[src/source/cpuCtrl_consts.svh]
`ifndef CPUCTRL_CONSTS_SVH
`define CPUCTRL_CONSTS_SVH

// instruction word layout
`define INSTR_W      16
`define REG_SEL_W    4
`define OPC_LSB      3
`define OPC_MSB      7
`define COND_LSB     13     // 3-bit condition up to the msb

`define SP_LOW_REG   14     // low half of the stack pointer pair

// alu modes the control unit forces itself
`define ALU_PASS_A   13
`define ALU_PASS_B   0

// opcode numbers in bits 7..3 when the low bits are 000
`define OPC_RR_FIRST 1
`define OPC_RR_LAST  12
`define OPC_ST       13
`define OPC_STI      14
`define OPC_STD      15
`define OPC_LD       16
`define OPC_LDI      17
`define OPC_LDD      18
`define OPC_PINC     19
`define OPC_PDEC     20
`define OPC_PJMP     21
`define OPC_JMP      22
`define OPC_CALL     23
`define OPC_RET      24
`define OPC_HLT      29

`endif

[src/source/ctrlIsaPkg.sv]
`default_nettype none

`include "cpuCtrl_consts.svh"

package ctrlIsaPkg;

    typedef logic [`INSTR_W-1:0]   instrT;
    typedef logic [`REG_SEL_W-1:0] regSelT;

    typedef enum logic [4:0] {
        clsAluImm,
        clsAluReg,
        clsIn,
        clsOut,
        clsStore,
        clsLoad,
        clsPairInc,
        clsPairDec,
        clsPairJmp,
        clsJmpTaken,
        clsJmpSkip,
        clsCallTaken,
        clsCallSkip,
        clsRetTaken,
        clsRetSkip,
        clsHalt,
        clsNop                      // also the dropped status opcodes
    } opClassT;

    typedef enum logic [1:0] {
        pairNone,
        pairInc,
        pairDec
    } pairOpT;

    // encoding of bits 15..13
    typedef enum logic [2:0] {
        condAlways,
        condCarrySet,
        condCarryClr,
        condZeroSet,
        condZeroClr,
        condNegSet,
        condNegClr,
        condAlwaysAlt
    } condT;

endpackage

`default_nettype wire

[src/source/ctrlSigPkg.sv]
`default_nettype none

package ctrlSigPkg;

    typedef logic [3:0] aluModeT;

    typedef enum logic [1:0] {
        regB = 2'd0,
        imm8 = 2'd2
    } aluSrcBSelT;

    typedef enum logic [1:0] {
        pcHigh = 2'd0,
        pcLow  = 2'd1,
        aluOut = 2'd2
    } dMemDataSelT;

    typedef enum logic [1:0] {
        pairAddr  = 2'd0,
        portAddr  = 2'd1,           // 8-bit port number from the instruction
        spPlusOne = 2'd2
    } dMemAddrSelT;

    typedef enum logic [2:0] {
        pcPlusOne  = 3'd0,
        pcOut      = 3'd1,
        iMemOut    = 3'd3,          // second word of JMP and CALL
        pairJump   = 3'd4,
        returnAddr = 3'd5
    } iMemAddrSelT;

    typedef enum logic [2:0] {
        stFetch,
        stJumpTarget,
        stCallHigh,
        stReadWait,
        stRetLoad
    } ctrlStateT;

    typedef enum logic [4:0] {
        stepReset, stepAluImm, stepAluReg,
        stepInRead, stepInWrite, stepOut,
        stepStore, stepLoadRead, stepLoadWrite,
        stepPairInc, stepPairDec, stepPairJmp,
        stepJmpWait, stepJmpSkip, stepJmpLoad,
        stepCallLow, stepCallHigh, stepCallSkip,
        stepRetPop, stepRetInc, stepRetLoad, stepRetSkip,
        stepHalt, stepNop
    } ctrlStepT;

endpackage

`default_nettype wire

[src/source/cpuCtrl.sv]
`timescale 1ns/1ps
`default_nettype none

module cpuCtrl (
    input  logic                    clk,
    input  logic                    rstN,
    input  ctrlIsaPkg::instrT       iMemOut,
    input  logic                    carryFlag,
    input  logic                    zeroFlag,
    input  logic                    negativeFlag,
    output ctrlIsaPkg::regSelT      regFileOutBSelect,
    output logic                    regFileWriteEnable,
    output logic                    regFileIncPair,
    output logic                    regFileDecPair,
    output ctrlSigPkg::aluSrcBSelT  aluSrcBSelect,
    output ctrlSigPkg::aluModeT     aluMode,
    output ctrlSigPkg::dMemDataSelT dMemDataSelect,
    output ctrlSigPkg::dMemAddrSelT dMemAddressSelect,
    output logic                    dMemWriteEn,
    output logic                    dMemReadEn,
    output logic                    flagEnable,
    output ctrlSigPkg::iMemAddrSelT iMemAddrSelect,
    output logic                    iMemReadEnable,
    output logic                    pcWriteEn
);

    ctrlIsaPkg::opClassT  opClass;
    ctrlIsaPkg::pairOpT   pairOp;
    ctrlSigPkg::aluModeT  aluField;
    ctrlSigPkg::ctrlStepT step;

    instrDecode uDecode (
        .iMemOut           (iMemOut),
        .carryFlag         (carryFlag),
        .zeroFlag          (zeroFlag),
        .negativeFlag      (negativeFlag),
        .opClass           (opClass),
        .pairOp            (pairOp),
        .aluField          (aluField),
        .regFileOutBSelect (regFileOutBSelect)
    );

    ctrlSequencer uSeq (
        .clk     (clk),
        .rstN    (rstN),
        .opClass (opClass),
        .step    (step)
    );

    ctrlEncode uEncode (
        .step               (step),
        .pairOp             (pairOp),
        .aluField           (aluField),
        .regFileWriteEnable (regFileWriteEnable),
        .regFileIncPair     (regFileIncPair),
        .regFileDecPair     (regFileDecPair),
        .aluSrcBSelect      (aluSrcBSelect),
        .aluMode            (aluMode),
        .dMemDataSelect     (dMemDataSelect),
        .dMemAddressSelect  (dMemAddressSelect),
        .dMemWriteEn        (dMemWriteEn),
        .dMemReadEn         (dMemReadEn),
        .flagEnable         (flagEnable),
        .iMemAddrSelect     (iMemAddrSelect),
        .iMemReadEnable     (iMemReadEnable),
        .pcWriteEn          (pcWriteEn)
    );

endmodule

`default_nettype wire

[src/source/ctrlEncode.sv]
`timescale 1ns/1ps
`default_nettype none

`include "cpuCtrl_consts.svh"

module ctrlEncode (
    input  ctrlSigPkg::ctrlStepT    step,
    input  ctrlIsaPkg::pairOpT      pairOp,
    input  ctrlSigPkg::aluModeT     aluField,
    output logic                    regFileWriteEnable,
    output logic                    regFileIncPair,
    output logic                    regFileDecPair,
    output ctrlSigPkg::aluSrcBSelT  aluSrcBSelect,
    output ctrlSigPkg::aluModeT     aluMode,
    output ctrlSigPkg::dMemDataSelT dMemDataSelect,
    output ctrlSigPkg::dMemAddrSelT dMemAddressSelect,
    output logic                    dMemWriteEn,
    output logic                    dMemReadEn,
    output logic                    flagEnable,
    output ctrlSigPkg::iMemAddrSelT iMemAddrSelect,
    output logic                    iMemReadEnable,
    output logic                    pcWriteEn
);

    // steps that keep the current instruction word on iMemOut
    assign iMemReadEnable = !(step inside {ctrlSigPkg::stepInRead, ctrlSigPkg::stepLoadRead,
                                           ctrlSigPkg::stepRetPop, ctrlSigPkg::stepRetInc,
                                           ctrlSigPkg::stepHalt, ctrlSigPkg::stepReset});

    // steps that leave the program counter alone
    assign pcWriteEn = !(step inside {ctrlSigPkg::stepInRead, ctrlSigPkg::stepLoadRead,
                                      ctrlSigPkg::stepCallLow, ctrlSigPkg::stepRetPop,
                                      ctrlSigPkg::stepRetInc, ctrlSigPkg::stepHalt,
                                      ctrlSigPkg::stepReset});

    always_comb begin
        regFileWriteEnable = 1'b0;
        regFileIncPair     = 1'b0;
        regFileDecPair     = 1'b0;
        aluSrcBSelect      = ctrlSigPkg::regB;
        aluMode            = ctrlSigPkg::aluModeT'(`ALU_PASS_B);
        dMemDataSelect     = ctrlSigPkg::aluOut;
        dMemAddressSelect  = ctrlSigPkg::pairAddr;
        dMemWriteEn        = 1'b0;
        dMemReadEn         = 1'b0;
        flagEnable         = 1'b0;
        iMemAddrSelect     = ctrlSigPkg::pcOut;
        case (step)
            ctrlSigPkg::stepAluImm: begin
                regFileWriteEnable = 1'b1;
                flagEnable         = 1'b1;
                aluMode            = aluField;
                aluSrcBSelect      = ctrlSigPkg::imm8;
            end
            ctrlSigPkg::stepAluReg: begin
                regFileWriteEnable = 1'b1;
                flagEnable         = 1'b1;
                aluMode            = aluField;
            end
            ctrlSigPkg::stepInRead: begin
                dMemReadEn        = 1'b1;
                dMemAddressSelect = ctrlSigPkg::portAddr;
            end
            ctrlSigPkg::stepInWrite: begin
                regFileWriteEnable = 1'b1;
                dMemReadEn         = 1'b1;
                dMemAddressSelect  = ctrlSigPkg::portAddr;
            end
            ctrlSigPkg::stepOut: begin
                dMemWriteEn       = 1'b1;
                dMemAddressSelect = ctrlSigPkg::portAddr;
            end
            ctrlSigPkg::stepStore: begin
                dMemWriteEn    = 1'b1;
                aluMode        = ctrlSigPkg::aluModeT'(`ALU_PASS_A);  // data reg onto aluOut
                regFileIncPair = (pairOp == ctrlIsaPkg::pairInc);
                regFileDecPair = (pairOp == ctrlIsaPkg::pairDec);
            end
            ctrlSigPkg::stepLoadRead: dMemReadEn = 1'b1;
            ctrlSigPkg::stepLoadWrite: begin
                regFileWriteEnable = 1'b1;
                dMemReadEn         = 1'b1;
                regFileIncPair     = (pairOp == ctrlIsaPkg::pairInc);   // post-modify once
                regFileDecPair     = (pairOp == ctrlIsaPkg::pairDec);
            end
            ctrlSigPkg::stepPairInc: regFileIncPair = 1'b1;
            ctrlSigPkg::stepPairDec: regFileDecPair = 1'b1;
            ctrlSigPkg::stepPairJmp: iMemAddrSelect = ctrlSigPkg::pairJump;
            ctrlSigPkg::stepJmpSkip, ctrlSigPkg::stepCallSkip:
                iMemAddrSelect = ctrlSigPkg::pcPlusOne;     // step over the target word
            ctrlSigPkg::stepJmpLoad: iMemAddrSelect = ctrlSigPkg::iMemOut;
            ctrlSigPkg::stepCallLow: begin
                dMemDataSelect = ctrlSigPkg::pcLow;
                dMemWriteEn    = 1'b1;
                regFileDecPair = 1'b1;
            end
            ctrlSigPkg::stepCallHigh: begin
                dMemDataSelect = ctrlSigPkg::pcHigh;
                dMemWriteEn    = 1'b1;
                regFileDecPair = 1'b1;
                iMemAddrSelect = ctrlSigPkg::iMemOut;
            end
            ctrlSigPkg::stepRetPop, ctrlSigPkg::stepRetInc: begin
                dMemAddressSelect = ctrlSigPkg::spPlusOne;
                dMemReadEn        = 1'b1;
                regFileIncPair    = 1'b1;                   // pop one byte per cycle
                iMemAddrSelect    = ctrlSigPkg::returnAddr;
            end
            ctrlSigPkg::stepRetLoad: begin
                dMemAddressSelect = ctrlSigPkg::spPlusOne;
                dMemReadEn        = 1'b1;
                iMemAddrSelect    = ctrlSigPkg::returnAddr;
            end
            default: ;      // halt and reset keep the idle values
        endcase
    end

    always_comb begin
        pairExclusive: assert final (!(regFileIncPair && regFileDecPair));
        pcNeedsFetch: assert final (!pcWriteEn || iMemReadEnable);
    end

endmodule

`default_nettype wire

[src/source/ctrlSequencer.sv]
`timescale 1ns/1ps
`default_nettype none

module ctrlSequencer (
    input  logic                 clk,
    input  logic                 rstN,
    input  ctrlIsaPkg::opClassT  opClass,
    output ctrlSigPkg::ctrlStepT step
);

    ctrlSigPkg::ctrlStateT state;
    ctrlSigPkg::ctrlStateT nextState;

    always_ff @(posedge clk or negedge rstN) begin
        if (!rstN) begin
            state <= ctrlSigPkg::stFetch;
        end else begin
            state <= nextState;
        end
    end

    always_comb begin
        nextState = ctrlSigPkg::stFetch;
        step      = ctrlSigPkg::stepNop;
        case (state)
            ctrlSigPkg::stFetch: begin
                case (opClass)
                    ctrlIsaPkg::clsAluImm:  step = ctrlSigPkg::stepAluImm;
                    ctrlIsaPkg::clsAluReg:  step = ctrlSigPkg::stepAluReg;
                    ctrlIsaPkg::clsIn: begin
                        step      = ctrlSigPkg::stepInRead;
                        nextState = ctrlSigPkg::stReadWait;
                    end
                    ctrlIsaPkg::clsOut:     step = ctrlSigPkg::stepOut;
                    ctrlIsaPkg::clsStore:   step = ctrlSigPkg::stepStore;
                    ctrlIsaPkg::clsLoad: begin
                        step      = ctrlSigPkg::stepLoadRead;
                        nextState = ctrlSigPkg::stReadWait;
                    end
                    ctrlIsaPkg::clsPairInc: step = ctrlSigPkg::stepPairInc;
                    ctrlIsaPkg::clsPairDec: step = ctrlSigPkg::stepPairDec;
                    ctrlIsaPkg::clsPairJmp: step = ctrlSigPkg::stepPairJmp;
                    ctrlIsaPkg::clsJmpTaken: begin
                        step      = ctrlSigPkg::stepJmpWait;
                        nextState = ctrlSigPkg::stJumpTarget;
                    end
                    ctrlIsaPkg::clsJmpSkip: step = ctrlSigPkg::stepJmpSkip;
                    ctrlIsaPkg::clsCallTaken: begin
                        step      = ctrlSigPkg::stepCallLow;
                        nextState = ctrlSigPkg::stCallHigh;
                    end
                    ctrlIsaPkg::clsCallSkip: step = ctrlSigPkg::stepCallSkip;
                    ctrlIsaPkg::clsRetTaken: begin
                        step      = ctrlSigPkg::stepRetPop;
                        nextState = ctrlSigPkg::stReadWait;
                    end
                    ctrlIsaPkg::clsRetSkip: step = ctrlSigPkg::stepRetSkip;
                    ctrlIsaPkg::clsHalt:    step = ctrlSigPkg::stepHalt;
                    default:                step = ctrlSigPkg::stepNop;
                endcase
            end
            ctrlSigPkg::stJumpTarget: step = ctrlSigPkg::stepJmpLoad;    // word 2 is the target
            ctrlSigPkg::stCallHigh:   step = ctrlSigPkg::stepCallHigh;
            ctrlSigPkg::stReadWait: begin
                // instruction word is held, so the class is still valid here
                if (opClass == ctrlIsaPkg::clsIn) begin
                    step = ctrlSigPkg::stepInWrite;
                end else if (opClass == ctrlIsaPkg::clsLoad) begin
                    step = ctrlSigPkg::stepLoadWrite;
                end else begin
                    step      = ctrlSigPkg::stepRetInc;
                    nextState = ctrlSigPkg::stRetLoad;
                end
            end
            ctrlSigPkg::stRetLoad: step = ctrlSigPkg::stepRetLoad;
            default:               step = ctrlSigPkg::stepNop;
        endcase
        if (!rstN) begin
            step = ctrlSigPkg::stepReset;
        end
    end

    stateLegal: assert property (@(posedge clk) disable iff (!rstN)
        state inside {ctrlSigPkg::stFetch, ctrlSigPkg::stJumpTarget, ctrlSigPkg::stCallHigh,
                      ctrlSigPkg::stReadWait, ctrlSigPkg::stRetLoad});

    // second words are single cycle
    secondWordDone: assert property (@(posedge clk) disable iff (!rstN)
        state inside {ctrlSigPkg::stCallHigh, ctrlSigPkg::stJumpTarget}
        |=> state == ctrlSigPkg::stFetch);

endmodule

`default_nettype wire

[src/source/instrDecode.sv]
`timescale 1ns/1ps
`default_nettype none

`include "cpuCtrl_consts.svh"

module instrDecode (
    input  ctrlIsaPkg::instrT   iMemOut,
    input  logic                carryFlag,
    input  logic                zeroFlag,
    input  logic                negativeFlag,
    output ctrlIsaPkg::opClassT opClass,
    output ctrlIsaPkg::pairOpT  pairOp,
    output ctrlSigPkg::aluModeT aluField,
    output ctrlIsaPkg::regSelT  regFileOutBSelect
);

    logic [`OPC_MSB-`OPC_LSB:0] opcode;
    ctrlIsaPkg::condT           cond;
    logic                       condMet;

    assign opcode = iMemOut[`OPC_MSB:`OPC_LSB];
    assign cond   = ctrlIsaPkg::condT'(iMemOut[`INSTR_W-1:`COND_LSB]);

    always_comb begin
        case (cond)
            ctrlIsaPkg::condCarrySet: condMet = carryFlag;
            ctrlIsaPkg::condCarryClr: condMet = !carryFlag;
            ctrlIsaPkg::condZeroSet:  condMet = zeroFlag;
            ctrlIsaPkg::condZeroClr:  condMet = !zeroFlag;
            ctrlIsaPkg::condNegSet:   condMet = negativeFlag;
            ctrlIsaPkg::condNegClr:   condMet = !negativeFlag;
            default:                  condMet = 1'b1;   // codes 0 and 7
        endcase
    end

    always_comb begin
        opClass  = ctrlIsaPkg::clsNop;
        pairOp   = ctrlIsaPkg::pairNone;
        aluField = iMemOut[6:3];
        if (iMemOut[0] && iMemOut[3:1] != 3'b111) begin
            opClass  = ctrlIsaPkg::clsAluImm;
            aluField = {1'b0, iMemOut[3:1]};
        end else if (iMemOut[2:0] == 3'b010) begin
            opClass = ctrlIsaPkg::clsIn;
        end else if (iMemOut[2:0] == 3'b100) begin
            opClass = ctrlIsaPkg::clsOut;
        end else if (iMemOut[2:0] == 3'b000) begin
            case (opcode) inside
                [`OPC_RR_FIRST:`OPC_RR_LAST]: opClass = ctrlIsaPkg::clsAluReg;
                [`OPC_ST:`OPC_LDD]: begin
                    opClass = (opcode <= `OPC_STD) ? ctrlIsaPkg::clsStore : ctrlIsaPkg::clsLoad;
                    if (opcode == `OPC_STI || opcode == `OPC_LDI) begin
                        pairOp = ctrlIsaPkg::pairInc;
                    end else if (opcode == `OPC_STD || opcode == `OPC_LDD) begin
                        pairOp = ctrlIsaPkg::pairDec;
                    end
                end
                `OPC_PINC: opClass = ctrlIsaPkg::clsPairInc;
                `OPC_PDEC: opClass = ctrlIsaPkg::clsPairDec;
                `OPC_PJMP: opClass = condMet ? ctrlIsaPkg::clsPairJmp : ctrlIsaPkg::clsNop;
                `OPC_JMP:  opClass = condMet ? ctrlIsaPkg::clsJmpTaken : ctrlIsaPkg::clsJmpSkip;
                `OPC_CALL: opClass = condMet ? ctrlIsaPkg::clsCallTaken : ctrlIsaPkg::clsCallSkip;
                `OPC_RET:  opClass = condMet ? ctrlIsaPkg::clsRetTaken : ctrlIsaPkg::clsRetSkip;
                `OPC_HLT:  opClass = ctrlIsaPkg::clsHalt;
                default:   opClass = ctrlIsaPkg::clsNop;    // status ops land here
            endcase
        end
    end

    always_comb begin
        case (opClass)
            ctrlIsaPkg::clsAluReg: regFileOutBSelect = iMemOut[11:8];
            ctrlIsaPkg::clsStore, ctrlIsaPkg::clsLoad, ctrlIsaPkg::clsPairInc,
            ctrlIsaPkg::clsPairDec, ctrlIsaPkg::clsPairJmp:
                regFileOutBSelect = {iMemOut[11:9], 1'b0};  // even register of the pair
            ctrlIsaPkg::clsCallTaken, ctrlIsaPkg::clsCallSkip,
            ctrlIsaPkg::clsRetTaken, ctrlIsaPkg::clsRetSkip:
                regFileOutBSelect = ctrlIsaPkg::regSelT'(`SP_LOW_REG);
            default: regFileOutBSelect = iMemOut[15:12];
        endcase
    end

endmodule

`default_nettype wire
[config.mk]
export PLATFORM = sky130hd
export DESIGN_NAME = cpuCtrl
export DESIGN_NICKNAME = d
export VERILOG_FILES = /design/src/source/ctrlIsaPkg.sv /design/src/source/ctrlSigPkg.sv /design/src/source/cpuCtrl.sv /design/src/source/ctrlEncode.sv /design/src/source/ctrlSequencer.sv /design/src/source/instrDecode.sv
export VERILOG_INCLUDE_DIRS = /design/src /design/src/source
export SDC_FILE = /design/constraint.sdc
export NUM_CORES = 1
export LEC_CHECK = 0
export ABC_CLOCK_PERIOD_IN_PS = 6610
export CAP_MARGIN = 25
export CORE_UTILIZATION = 60
export DETAILED_ROUTE_END_ITERATION = 7
export DONT_BUFFER_PORTS = 1
export PLACE_DENSITY = 0.77
export SKIP_CTS_REPAIR_TIMING = 1
export SLEW_MARGIN = 20
export SYNTH_ARGS = -nofsm -noshare
export SYNTH_HDL_FRONTEND = slang
export SYNTH_HIERARCHICAL = 1
export SYNTH_SLANG_ARGS = --single-unit
[constraint.sdc]
create_clock -name clk -period 6.61 [get_ports clk]
set_clock_uncertainty 0.15 [all_clocks]
set_input_delay 0.661 -clock clk [delete_from_list [all_inputs] [get_ports clk]]
set_output_delay 0.661 -clock clk [all_outputs]
set_load 0.01 [all_outputs]
==> results.rst <==
.. list-table::
   :header-rows: 1

   * - Metric
     - Value
   * - Global placement routability congestion
     - 0.904
   * - Sum Neg Setup Slack
     - 0 ns
   * - Power per unit of standard cell area
     - 117 mW/mm²
   * - Setup repair after global routing missed its margin
     - false
   * - Sum of overflow across all layers after global routing
     - 0
   * - Wire length reported by the detailed router
     - 4030 µm
   * - Max Cap Violations
     - 0
   * - Area occupied by multi-input gates
     - 0.00142 mm²
   * - Buf/Inv on CP
     - 0
   * - Area of the mapped netlist
     - 0.00164 mm²
   * - Capture point of the worst reg-to-reg path
     - uSeq/state[1]
   * - Predominant post-synthesis flop cell
     - dfrtp_1
   * - Routed wire per std cell
     - 15.7 µm
   * - Clock slew seen by the registers of the worst setup and hold paths
     - 0.04 ns
   * - DR iter-0 viols
     - 82
   * - Setup slack of the most critical reg-to-reg path
     - 5.29 ns
   * - Synth Register Bits
     - 3
   * - CP peak stage delay
     - 0.82 ns
   * - Kind of capture point of the worst setup path
     - primary output
   * - Average cell area after synthesis
     - 6.79 µm²
   * - Average vias per placed instance
     - 6.80
   * - Largest net degree at the start of global routing
     - 25
   * - Biggest regs
     - uSeq/state (3)
   * - Overall power consumption
     - 0.191 mW
   * - Floorplan Core Area
     - 0.00252 mm²
   * - CTS tree
     - done
   * - First-pass GRT wire length
     - 6120 µm
   * - Most frequent standard cell in the layout excluding fill and tap cells
     - nor2_1
   * - Peak clock frequency supported by timing
     - 190 MHz
   * - Clock network latency to the later pin of the worst-skew pair
     - 0.23 ns
   * - CTS Buffer Depth
     - 2
   * - Path length in cells of the critical path
     - 8
   * - Final period demand of the worst path
     - 5.25 ns
   * - Category of the most critical setup path
     - primary input to primary output
   * - Number of global-route vias before repair
     - 1,440
   * - Detailed-route DRC error count
     - 0
   * - Total global-route track usage
     - 27.0%
   * - Die boundary height
     - 54.3 µm
   * - Die area
     - 0.00295 mm²
   * - CP cell instances
     - o211ai_1 -> a31oi_1 -> a311oi_4 -> nor2_1 -> a2111oi_0 -> a311oi_4 -> or3b_1 -> o32ai_1
   * - Initial core utilization
     - 65.2%
   * - Register cell area after layout
     - 75.1 µm²
   * - Slew at the pin with the worst max-slew slack
     - 0.908 ns
   * - Count of TritonRoute iterations in the first routing pass
     - 4
   * - Critical path's top delay family
     - compound AO/OA/AOI/OAI gates
   * - Number of distinct library cells after synthesis
     - 77
   * - Startpoint type of the worst setup path
     - primary input
   * - Critical register-to-register path startpoint
     - uSeq/state[2]
   * - Data required time of the critical path
     - 5.80 ns
   * - Sink count of the clock tree
     - 3
   * - Register ranked first by flip-flop count
     - uSeq/state
   * - Share of flip-flops with an asynchronous set or reset after synthesis
     - 100%
   * - Fin. max-slew vios
     - 0
   * - Number of buffer cells added on primary ports
     - 0
   * - Number of synthesized flops with an enable pin
     - 0
   * - Leakage power total
     - 0.577 nW
   * - Launch point of the critical path
     - iMemOut[14]
   * - Remaining max-slew budget at the tightest pin
     - 39.3%
   * - Number of warning messages in the yosys log
     - 6
   * - Post-route clock period utilization
     - 79.4%
   * - Floorplan die width
     - 54.3 µm
   * - Final Setup Violations
     - 0
   * - Number of antenna violations at the first check in global routing
     - 0
   * - Signed area change from the synthesized netlist to the final layout
     - -1.07%
   * - Seq/Total Area, Yosys
     - 4.57%
   * - Type of the most critical hold path
     - primary input to async pin
   * - Share of cells above drive strength 1
     - 14.2%
   * - Run status
     - complete, no violations
   * - Endpoint of the most critical setup path
     - regFileIncPair
   * - Nets@finish
     - 248
   * - Most frequent cells in the layout
     - nor2_1 (20), nand2_1 (19), a21oi_1 (18)
   * - Worst ir drop on vdd
     - 0.141 mV
   * - Syn_nets
     - 263
   * - Critical-path top delay cell
     - a2111oi_0
   * - Count of mapped cells out of synthesis
     - 242
   * - Deepest level of the CTS H-tree
     - 1
   * - Clock Root Buffer
     - clkbuf_4
   * - Number of flip-flops in the largest register
     - 3
   * - Ant. Diodes
     - 0
   * - Cell seen most often among critical-path stages
     - a311oi_4
   * - Maximum fanout count along the critical path
     - 21
   * - Top-level I/O count
     - 46
   * - Length in cells of the worst reg-to-reg path
     - 2
   * - Final HPWL DP
     - 2880 µm
   * - Clock buffer count from CTS
     - 3
   * - Count of filler cells inserted in the layout
     - 229
   * - Number of cell rows
     - 18
   * - Routed via count
     - 1,740
   * - Number of failing hold endpoints at the final stage
     - 0
   * - WP data arrival
     - 4.44 ns
   * - Antenna viol nets, final
     - 0
-- layout make-up --
class                   instances  area share, %
clock buffers                   4           1.62
inverters                      12           2.77
multi-input cells             204           87.2
flip-flops and latches          3           4.62
well taps                      30           2.31
repair buffers                  3           1.54
-- Yosys cell counts (4+ instances only) --
master    number  area [µm²]
nand2_1       19        71.3
o21ai_0       13        65.1
inv_1         11        41.3
a21oi_1       18        90.1
nor2_1        20        75.1
nor3_1        11        55.1
nand2b_1      10        62.6
o211ai_1       4        30.0
nand3_1        4        20.0
nor2b_1        5        31.3
a31oi_1        7        43.8
buf_2         16        80.1
xnor2_1        5        43.8
nand3b_1       5        37.5
mux2i_1        5        50.1
-- worst register-to-register path: stages (launching register included) --
cell     delay [ns]
dfrtp_1        0.48
or3_4          0.44
nor3_1         0.17
-- routing by layer --
layer  share of wire (%)  track usage (%)
met1                  43             34.3
met3                 5.8             3.33
met4                 2.2             12.4
met5                   0                0
met2                  49             44.7
-- logic make-up (layout without fill, tap and decap cells) --
group	Yosys count	after routing	share of synthesized area [%]
simple gates	111	111	40.8
compound gates	79	79	36.2
buf+inv	35	19	10.7
xor+xnor	6	6	3.20
mux	6	6	3.73
flops	3	3	4.57
fa+ha+maj	1	1	0.609
other cells	1	1	0.228
-- report_power, final --
group | total, mW | internal, mW | leakage (nW) | switching (mW)
Sequential | 0.0228 | 0.0197 | 0.0409 | 0.00310
Combinational | 0.136 | 0.0535 | 0.521 | 0.0826
Clock | 0.0321 | 0.0226 | 0.0150 | 0.00951
-- metrics by stage --
step / cell area, µm² / std cells / setup slack, ns / util, % / hold slack, ns
2_1_floorplan: 1640 / 242 / 2.21 / - / 0.215
3_3_place_gp: 1570 / 251 / 1.52 / 62.4 / 0.215
3_5_place_dp: 1570 / 251 / 1.31 / 62.4 / 0.215
4_1_cts: 1600 / 255 / 1.29 / 63.4 / -0.0260
5_1_grt: 1630 / 256 / 1.14 / 64.5 / 0.532
6_report: 1630 / 256 / 1.36 / 64.5 / 0.530
-- how the worst min path moves through the flow --
stage	startpoint	to	depth (start not counted)
2_1_floorplan	rstN	uSeq/state[0]	0
3_3_place_gp	rstN	uSeq/state[1]	0
3_5_place_dp	rstN	uSeq/state[1]	0
4_1_cts	rstN	uSeq/state[2]	0
5_1_grt	rstN	uSeq/state[0]	1
6_report	rstN	uSeq/state[0]	1
No activity file was read; power rests on OpenSTA's default activity.
